--- src/source/qubic_params.svh ---
`ifndef QUBIC_PARAMS_SVH
`define QUBIC_PARAMS_SVH

//////////////////////////////////////////////////////////////
// Subsystem sizing
//////////////////////////////////////////////////////////////

// Number of FMC card slots on the carrier
`define QH_N_FMC 2

// ADC sample and DAC word width, two's complement
`define QH_SAMPLE_W 16

// Gain is fixed point, unity = 1 << QH_GAIN_FRAC
`define QH_GAIN_FRAC 12

// Length of the active-low ADC sync pulse, in sysclk cycles
`define QH_SYNC_CYCLES 4

// Clip event counter width, saturates at all ones
`define QH_CLIP_W 8

`endif

--- src/source/fmc_pkg.sv ---
`default_nettype none

`include "qubic_params.svh"

package fmc_pkg;

  // Signed ADC sample / DAC word
  typedef logic signed [`QH_SAMPLE_W-1:0] sample_t;

  // Selects one card slot
  typedef logic [$clog2(`QH_N_FMC)-1:0] card_idx_t;

  // Saturating clip count
  typedef logic [`QH_CLIP_W-1:0] clip_cnt_t;

  // Per-card datapath settings
  typedef struct packed {
    sample_t gain;    // Q(SAMPLE_W-GAIN_FRAC).GAIN_FRAC
    sample_t offset;  // Added after scaling
    logic    enable;  // Samples dropped when low
  } card_cfg_t;

endpackage

`default_nettype wire

--- src/source/ctrl_pkg.sv ---
`default_nettype none

package ctrl_pkg;
  import fmc_pkg::*;

  // Register field within one card
  typedef enum logic [1:0] {
    FIELD_GAIN   = 2'd0,
    FIELD_OFFSET = 2'd1,
    FIELD_ENABLE = 2'd2,  // Data bit 0 only
    FIELD_SYNC   = 2'd3   // Strobe, no storage
  } cfg_field_e;

  // Config address, card in the upper bits
  typedef struct packed {
    card_idx_t  card;
    cfg_field_e field;
  } cfg_addr_t;

endpackage

`default_nettype wire

--- src/source/fmc_ifs.sv ---
`timescale 1ns/100ps
`default_nettype none

//////////////////////////////////////////////////////////////
// Decoder to card path settings
//////////////////////////////////////////////////////////////

interface card_cfg_if
  import fmc_pkg::*;
();
  card_cfg_t cfg;       // Levels, held until rewritten
  logic      sync_req;  // Single cycle pulse

  modport ctrl (output cfg, sync_req);
  modport card (input cfg, sync_req);
endinterface

//////////////////////////////////////////////////////////////
// Card path to output stage
//////////////////////////////////////////////////////////////

interface card_out_if
  import fmc_pkg::*;
();
  logic    valid;  // One-cycle strobe per word
  sample_t word;   // Saturated DAC word
  logic    clip;   // Qualified by valid

  modport path (output valid, word, clip);
  modport sink (input valid, word, clip);
endinterface

`default_nettype wire

--- src/source/cfg_decoder.sv ---
`timescale 1ns/100ps
`default_nettype none

`include "qubic_params.svh"

module cfg_decoder
  import fmc_pkg::*;
  import ctrl_pkg::*;
(
  input  logic            sysclk,
  input  logic            arst_n,
  input  logic            cfg_we,
  input  cfg_addr_t       cfg_addr,
  input  sample_t         cfg_data,
  card_cfg_if.ctrl        cards [`QH_N_FMC]
);

  // One settings register per slot
  for (genvar i = 0; i < `QH_N_FMC; i++) begin : g_card
    card_cfg_t cfg_q;
    logic      sync_q;
    logic      hit;

    assign hit = cfg_we && (cfg_addr.card == card_idx_t'(i));  // Write aimed here

    always_ff @(posedge sysclk or negedge arst_n) begin
      if (!arst_n) begin
        cfg_q.gain   <= sample_t'(1 << `QH_GAIN_FRAC);  // Unity
        cfg_q.offset <= '0;
        cfg_q.enable <= 1'b0;                           // Card starts muted
        sync_q       <= 1'b0;
      end else begin
        sync_q <= 1'b0;  // Pulse lasts one cycle
        if (hit) begin
          case (cfg_addr.field)
            FIELD_GAIN:   cfg_q.gain   <= cfg_data;
            FIELD_OFFSET: cfg_q.offset <= cfg_data;
            FIELD_ENABLE: cfg_q.enable <= cfg_data[0];
            FIELD_SYNC:   sync_q       <= 1'b1;  // Settings untouched
          endcase
        end
      end
    end

    assign cards[i].cfg      = cfg_q;
    assign cards[i].sync_req = sync_q;
  end

endmodule

`default_nettype wire

--- src/source/fmc_card_path.sv ---
`timescale 1ns/100ps
`default_nettype none

`include "qubic_params.svh"

module fmc_card_path
  import fmc_pkg::*;
(
  input  logic       sysclk,
  input  logic       arst_n,
  input  logic       adc_valid,
  input  sample_t    adc_sample,
  output logic       adc_sync_n,
  card_cfg_if.card   cfg,
  card_out_if.path   out
);

  localparam int PROD_W   = 2 * `QH_SAMPLE_W;
  localparam int SCALED_W = PROD_W - `QH_GAIN_FRAC;  // Product after the shift
  localparam int SUM_W    = SCALED_W + 1;            // Room for offset carry
  localparam int CNT_W    = $clog2(`QH_SYNC_CYCLES + 1);

  localparam logic signed [SUM_W-1:0] SAT_MAX = (1 <<< (`QH_SAMPLE_W - 1)) - 1;
  localparam logic signed [SUM_W-1:0] SAT_MIN = -(1 <<< (`QH_SAMPLE_W - 1));

  logic signed [PROD_W-1:0]   product;
  logic signed [SCALED_W-1:0] scaled_q;
  logic                       s1_valid_q;
  logic signed [SUM_W-1:0]    sum;
  logic                       sat_hi;
  logic                       sat_lo;
  logic [CNT_W-1:0]           sync_cnt_q;

  //////////////////////////////////////////////////////////////
  // Stage 1, scale by gain
  //////////////////////////////////////////////////////////////

  assign product = adc_sample * cfg.cfg.gain;  // Full precision, signed

  always_ff @(posedge sysclk or negedge arst_n) begin
    if (!arst_n) s1_valid_q <= 1'b0;
    else         s1_valid_q <= adc_valid && cfg.cfg.enable;  // Drop when disabled
  end

  // Top slice equals arithmetic shift right by GAIN_FRAC
  always_ff @(posedge sysclk) begin
    scaled_q <= product[PROD_W-1:`QH_GAIN_FRAC];
  end

  //////////////////////////////////////////////////////////////
  // Stage 2, offset and saturate
  //////////////////////////////////////////////////////////////

  assign sum    = scaled_q + cfg.cfg.offset;  // Sign extended to SUM_W
  assign sat_hi = (sum > SAT_MAX);
  assign sat_lo = (sum < SAT_MIN);

  always_ff @(posedge sysclk or negedge arst_n) begin
    if (!arst_n) begin
      out.valid <= 1'b0;
      out.clip  <= 1'b0;
    end else begin
      out.valid <= s1_valid_q;
      out.clip  <= s1_valid_q && (sat_hi || sat_lo);  // Saturation event
    end
  end

  always_ff @(posedge sysclk) begin
    if (sat_hi)      out.word <= SAT_MAX[`QH_SAMPLE_W-1:0];
    else if (sat_lo) out.word <= SAT_MIN[`QH_SAMPLE_W-1:0];
    else             out.word <= sum[`QH_SAMPLE_W-1:0];
  end

  //////////////////////////////////////////////////////////////
  // ADC sync pulse
  //////////////////////////////////////////////////////////////

  always_ff @(posedge sysclk or negedge arst_n) begin
    if (!arst_n) begin
      sync_cnt_q <= '0;
      adc_sync_n <= 1'b1;  // Idle high
    end else if (cfg.sync_req) begin
      sync_cnt_q <= CNT_W'(`QH_SYNC_CYCLES - 1);
      adc_sync_n <= 1'b0;
    end else if (sync_cnt_q != '0) begin
      sync_cnt_q <= sync_cnt_q - 1'b1;  // Hold low
    end else begin
      adc_sync_n <= 1'b1;
    end
  end

endmodule

`default_nettype wire

--- src/source/dac_output_stage.sv ---
`timescale 1ns/100ps
`default_nettype none

`include "qubic_params.svh"

module dac_output_stage
  import fmc_pkg::*;
(
  input  logic       sysclk,
  input  logic       arst_n,
  card_out_if.sink   paths      [`QH_N_FMC],
  output logic       dac_valid  [`QH_N_FMC],
  output sample_t    dac_word   [`QH_N_FMC],
  output clip_cnt_t  clip_count [`QH_N_FMC]
);

  for (genvar i = 0; i < `QH_N_FMC; i++) begin : g_card
    logic      valid_q;
    sample_t   word_q;
    clip_cnt_t clip_q;

    // Retime toward the DAC lanes
    always_ff @(posedge sysclk or negedge arst_n) begin
      if (!arst_n) valid_q <= 1'b0;
      else         valid_q <= paths[i].valid;
    end

    always_ff @(posedge sysclk) begin
      word_q <= paths[i].word;
    end

    // Clip events, stick at max
    always_ff @(posedge sysclk or negedge arst_n) begin
      if (!arst_n) begin
        clip_q <= '0;
      end else if (paths[i].valid && paths[i].clip && (clip_q != '1)) begin
        clip_q <= clip_q + 1'b1;
      end
    end

    assign dac_valid[i]  = valid_q;
    assign dac_word[i]   = word_q;
    assign clip_count[i] = clip_q;
  end

endmodule

`default_nettype wire

--- src/source/qubic_hw.sv ---
`timescale 1ns/100ps
`default_nettype none

`include "qubic_params.svh"

module qubic_hw
  import fmc_pkg::*;
  import ctrl_pkg::*;
(
  input  logic       sysclk,
  input  logic       arst_n,
  // Register writes
  input  logic       cfg_we,
  input  cfg_addr_t  cfg_addr,
  input  sample_t    cfg_data,
  // ADC side, one entry per FMC slot
  input  logic       adc_valid  [`QH_N_FMC],
  input  sample_t    adc_sample [`QH_N_FMC],
  output logic       adc_sync_n [`QH_N_FMC],
  // DAC side
  output logic       dac_valid  [`QH_N_FMC],
  output sample_t    dac_word   [`QH_N_FMC],
  output clip_cnt_t  clip_count [`QH_N_FMC]
);

  card_cfg_if cfg_bus [`QH_N_FMC] ();  // Decoder to paths
  card_out_if out_bus [`QH_N_FMC] ();  // Paths to output stage

  //////////////////////////////////////////////////////////////
  // Settings
  //////////////////////////////////////////////////////////////

  cfg_decoder u_cfg_decoder (
    .sysclk   (sysclk),
    .arst_n   (arst_n),
    .cfg_we   (cfg_we),
    .cfg_addr (cfg_addr),
    .cfg_data (cfg_data),
    .cards    (cfg_bus)
  );

  //////////////////////////////////////////////////////////////
  // One path per FMC slot
  //////////////////////////////////////////////////////////////

  for (genvar i = 0; i < `QH_N_FMC; i++) begin : g_card
    fmc_card_path u_path (
      .sysclk     (sysclk),
      .arst_n     (arst_n),
      .adc_valid  (adc_valid[i]),
      .adc_sample (adc_sample[i]),
      .adc_sync_n (adc_sync_n[i]),
      .cfg        (cfg_bus[i]),
      .out        (out_bus[i])
    );
  end

  dac_output_stage u_dac_output_stage (
    .sysclk     (sysclk),
    .arst_n     (arst_n),
    .paths      (out_bus),
    .dac_valid  (dac_valid),
    .dac_word   (dac_word),
    .clip_count (clip_count)  // Saturating, per card
  );

endmodule

`default_nettype wire

--- config.mk ---
export PLATFORM = sky130hd
export DESIGN_NAME = qubic_hw
export DESIGN_NICKNAME = d
export VERILOG_FILES = /design/src/source/fmc_pkg.sv /design/src/source/ctrl_pkg.sv /design/src/source/fmc_ifs.sv /design/src/source/cfg_decoder.sv /design/src/source/fmc_card_path.sv /design/src/source/dac_output_stage.sv /design/src/source/qubic_hw.sv
export VERILOG_INCLUDE_DIRS = /design/src /design/src/source
export SDC_FILE = /design/constraint.sdc
export NUM_CORES = 2
export LEC_CHECK = 0
export BUFFER_PORTS_ARGS = -buffer_cell sky130_fd_sc_hd__buf_2
export CAP_MARGIN = 30
export CORE_MARGIN = 2
export CORE_UTILIZATION = 60
export DETAILED_ROUTE_END_ITERATION = 12
export GPL_ROUTABILITY_DRIVEN = 0
export PLACE_DENSITY_LB_ADDON = 0.2
export SLEW_MARGIN = 20
export SYNTH_ARGS = -nofsm -noshare
export SYNTH_HDL_FRONTEND = slang
export SYNTH_SLANG_ARGS = --single-unit
--- constraint.sdc ---
create_clock -name sysclk -period 6.9 [get_ports sysclk]
set_input_delay 1.38 -clock sysclk [delete_from_list [all_inputs] [get_ports sysclk]]
set_output_delay 1.38 -clock sysclk [all_outputs]
set_load 0.05 [all_outputs]
; ---- Word level (Yosys, flattened, before mapping)
; Index checks and enable logic that the tools add are counted.
[classes]
addsub = 6
n_bitwise = 1
mul = 2
n_mux = 13
n_lt_le_gt_ge = 4
n_eq_ne = 7
n_reduce_logical = 23
[op_table]
columns = operator, n
row1 = multiplier 16 x 16 -> 32 bit, 2
row2 = adder 20 x 16 -> 21 bit, 2
row3 = "> comparator 21 x 16 -> 1 bit, second input constant", 2
row4 = "less-than comparator 21 x 16 -> 1 bit, second input constant", 2
row5 = 2-to-1 mux 16 bit, 2
row6 = "adder 8 x 1 -> 8 bit, second input constant", 2
row7 = "!= test 8 bit, second input constant", 2
row8 = 2-to-1 mux 3 bit, 4
row9 = AND reduction 2 bit, 6
row10 = logical AND 1 bit, 10
row11 = 2-to-1 mux 1 bit, 7
row12 = nonzero test 3 bit, 2
row13 = "subtractor 3 x 1 -> 3 bit, second input constant", 2
row14 = "== test 2 bit, second input constant", 2
row15 = "!= test 2 bit, second input constant", 2
row16 = nonzero test 2 bit, 2
row17 = "== test 2 x 1 -> 1 bit, second input constant", 1
row18 = logical NOT 2 bit, 1
row19 = logical OR 1 bit, 2
row20 = NOT 1 bit, 1
[word_totals]
word_cells = 84
out_inout_bits = 52
ff_bits = 204
inputBits = 56

; ---- Logic depth before layout (Yosys ltp)
[logic_depth]
ltp_word = 4
mapped_depth = 26
mapped_depth_nobuf = 25

; ---- Modules after synthesis
; Synthesis repeated with hierarchy kept, for this count alone.
[unflattened]
cells_unflattened = 2851
hier_area_um2 = 27966.8
[modules_own_cells]
columns = module, seq_area_each_um2, cells_each, instances, area_per_inst_um2
row1 = fmc_card_path at g_card[0].u_path, 897.1, 1320, 1, 12069.1
row2 = fmc_card_path at g_card[1].u_path, 897.1, 1269, 1, 11700.0
row3 = cfg_decoder, 1704.1, 150, 1, 2636.3
row4 = dac_output_stage, 1091.0, 112, 1, 1561.5

; ---- Worst setup path after synthesis
; Ideal clock, no wire load.
[synth_path]
path_kind = input -> register
start = input adc_sample[7] (netlist name)
end = register g_card[1].u_path.scaled_q[19]
slack_ns = -0.149
setup_time_ns = 0.121
stages = 23
arrival_ns = 6.928
t_required_ns = 6.779
path_buffers = 1
cell_sequence = clkbuf_1 -> nand2_1 -> fa_1 -> inv_1 -> fa_1 -> inv_1 -> fa_1 -> inv_1 -> fa_1 -> fa_1 -> inv_1 -> fa_1 -> inv_1 -> ha_1 -> and4_1 -> nand2_1 -> a2111oi_1 -> o311ai_1 -> o21ai_1 -> a41oi_1 -> o21ai_1 -> a21oi_1 -> xnor2_1
[synth_via]
elab_chain_len = 1
[synth_rtl]
columns = item, line_no
row1 = from (decl), qubic_hw.sv:18  ; input sample_t adc_sample [`QH_N_FMC],
row2 = multiplier 16 x 16 -> 32 bit, fmc_card_path.sv:38  ; assign product = adc_sample * cfg.cfg.gain;
row3 = named net g_card[1].u_path.product[31], fmc_card_path.sv:26  ; logic signed [PROD_W-1:0] product;
row4 = to (signal assigned), fmc_card_path.sv:47  ; scaled_q <= product[PROD_W-1:`QH_GAIN_FRAC];
row5 = to (decl), fmc_card_path.sv:27  ; logic signed [SCALED_W-1:0] scaled_q;
; The timed path passes the listed nets, and every way through them passes these cells.
; A chain may end at the register's enable or synchronous reset.

; ---- Worst setup path after layout
[layout_path]
start = input adc_sample[6] (netlist name)
end = register g_card[1].u_path.scaled_q[17]
; Same word-level chain as after synthesis.

==> run summary <==
Hold Crit Class -> flip-flop to flip-flop
Setup Skew -> 18.7 ps
transition time of the tightest slew-check pin -> 913 ps
#FFs+latches synth -> 204
Min-Delay Startpoint -> g_card[1].u_path.out.word[14]$_SDFF_PP1_
Die W -> 216 um
via count -> 19,000
Post-CTS Setup Bufs -> 0
RSZ-0062 raised after global routing -> true
final instance count without filler cells -> 3,563
vias in the first global route -> 20,600
Top FF cell, synth -> dfxtp_1
share of layout cells above drive strength 1 -> 14.3%
R2R depth -> 22
max_slew headroom -> 38.9%
Avg Synthesized Cell Area -> 9.90 um^2
most frequent cells in the layout -> 615 x inv_1, 524 x fa_1, 300 x nand2_1, 227 x and2_1, 204 x ha_1
core area -> 44,300 um^2
Max-Cap Viols -> 0
final setup vio count -> 0
CP Max Fanout -> 12
commonest non-fill, non-tap cell in the layout -> inv_1
Initial Util -> 60.8%
WL/cell -> 17.2 um
CP Launch Point -> adc_sample[6]
fin crit period -> 6640 ps
Worst setup EP type -> flip-flop
Post-Route Utilization -> 68.1%
post-synth cell types -> 68
worst skew pair latency -> 520 ps
final hold violations -> 0
clock sink count -> 204
Critical Path Source Type -> primary input
Async S/R FF share, synth -> 49.0%
All-Layer GR Usage -> 27.5%
Mapped Nets -> 3,508
final antenna-violating net count -> 0
proportion of synthesized chip area in sequential cells -> 17.0%
Layout area overhead -> 12.0%
register area -> 4590 um^2
Vias/cell -> 5.32
fmax -> 0.151 GHz
Worst EP arrival -> 7040 ps
Post-synth EDFFs -> 0
WL final -> 61.2 mm
Multi-input gate area -> 19,800 um^2
CTS tree -> built
DP HPWL -> 52.0 mm
placed insts -> 3,518
hold path depth -> 0
crit share post-route -> 96.2%
Bufs on Longest Clock Path -> 3
initial antenna violation count -> 1
critical path class -> primary input to flip-flop
die height -> 216 um
row cnt -> 77
Slew Viols, Final -> 0
first-pass GRT wire length -> 103 mm
Cells after Synth -> 2,724
DRC violations left -> 0
Synth Warn # -> 0
# port buffers -> 107
CTS H-tree depth -> 1
DIE AREA -> 46,600 um^2
GR Overflow Total -> 0
nets -> 3,737
clock slew at reported path FFs -> 60 ps
Root Buffer -> clkbuf_16
First-pass DRT Iterations -> 5
CTS Buf Count -> 23
IO Pins -> 108
largest net degree at the start of global routing -> 70
Reg2Reg Launch Point -> u_cfg_decoder.cards[1].cfg[19]$_DFFE_PN0P_
Crit path required time -> 7300 ps
outcome -> finished clean
mapped cell area -> 27,000 um^2
initial drt markers -> 1,073
number of fill cells in the layout -> 3,505
routing by layer:
metal | part of all wire [%] | global-route usage [%] | vias up
met1 | 44 | 38.4 | 9710
met3 | 5.3 | 3.27 | 89
li1 | - | - | 8660
met4 | 2.2 | 5.68 | 0
met2 | 48 | 46.6 | 502
met5 | 0 | 0 | -
path summary, 6_finish.rpt:
| path | end | slack (ps) |
|---|---|---|
| max in group asynchronous | g_card[0].u_path.adc_sync_n$_DFFE_PN1P_ | 5020 |
| min in group asynchronous | u_cfg_decoder.cards[1].cfg[2]$_DFFE_PN0P_ | 800 |
| min | u_dac_output_stage.g_card[1].word_q[14]$_DFF_P_ | 310 |
| min reg2reg | u_dac_output_stage.g_card[1].word_q[14]$_DFF_P_ | 310 |
| max | g_card[1].u_path.scaled_q[17]$_DFF_P_ | 260 |
| max reg2reg | g_card[1].u_path.scaled_q[17]$_DFF_P_ | 460 |
kinds of logic after synthesis:
kind of cell,synth area share (%)
and+or+nand+nor,13.0
DFF,17.0
buffers and inverters,9.80
xor gates and xnor gates,3.24
adders and majority gates,48.4
muxes,2.87
AOI/OAI and AO/OA,5.66
area by class of cell:
class                      instances  area share [%]
antenna                            1         0.00829
sequential                       204            15.2
clock buffer                      34            2.25
tap                              592            2.45
timing repair buffer             286            6.49
clock inverter                     8           0.373
inverter                         615            7.65
multi-input combinational       1823            65.6
Yosys cell counts (all sizes together), types with 16 or more instances:
cell	count	share of area (%)
a21oi	58	1.1
mux2	66	2.8
dfrtp	96	8.9
inv	615	8.6
and2	227	5.3
fa	524	39
o21a	20	0.56
nor2	72	1.0
a21o	36	1.0
xnor2	70	2.3
nand2b	29	0.67
xor2	28	0.97
ha	204	9.5
nand2	300	4.2
nand3	17	0.32
nor3	16	0.30
o21ai	42	0.79
clkbuf	75	1.0
dfxtp	104	7.7
state kept, by name (all words and copies together), names as in the netlist:
name	count
u_dac_output_stage.g_card.clip_q	16
g_card.u_path.adc_sync_n	2
g_card.u_path.s1_valid_q	2
g_card.u_path.out.word	32
g_card.u_path.sync_cnt_q	6
u_dac_output_stage.g_card.valid_q	2
g_card.u_path.out.valid	2
u_cfg_decoder.cards.sync_req	2
u_cfg_decoder.cards.cfg	66
u_dac_output_stage.g_card.word_q	32
g_card.u_path.scaled_q	40
g_card.u_path.out.clip	2
worst max-delay path, cell delays in order:
cell	delay, ps
buf_2	180
and2_1	200
fa_1	480
fa_1	560
ha_1	140
inv_1	50
fa_1	470
inv_1	60
fa_1	540
inv_1	50
fa_1	470
inv_1	40
ha_1	300
and2_1	160
nor2b_1	150
a2111oi_2	380
buf_4	200
a2111oi_4	80
o311ai_2	340
o21ai_2	140
a41oi_2	240
nor2b_2	200
o21bai_1	90
xor2_1	140
stage by stage:
stage	hold slack, ps	area, um^2	TNS, ps	setup slack, ps
final	315	30200	0	260
after global routing	326	30200	-111	-57.4
after CTS	315	30100	0	112
after detailed placement	312	29300	-3490	-376
after global placement	312	29300	-2310	-277
after floorplan	310	27000	0	1.68
what timing repair did:
item                       in CTS  in global routing
setup endpoints to repair       0                 11
hold buffers                    0                  0
gates resized for setup         0                 10
Power is left out: the tool's default activity adds up to more than one toggle a clock period on the data nets, which glitch-free logic cannot reach.
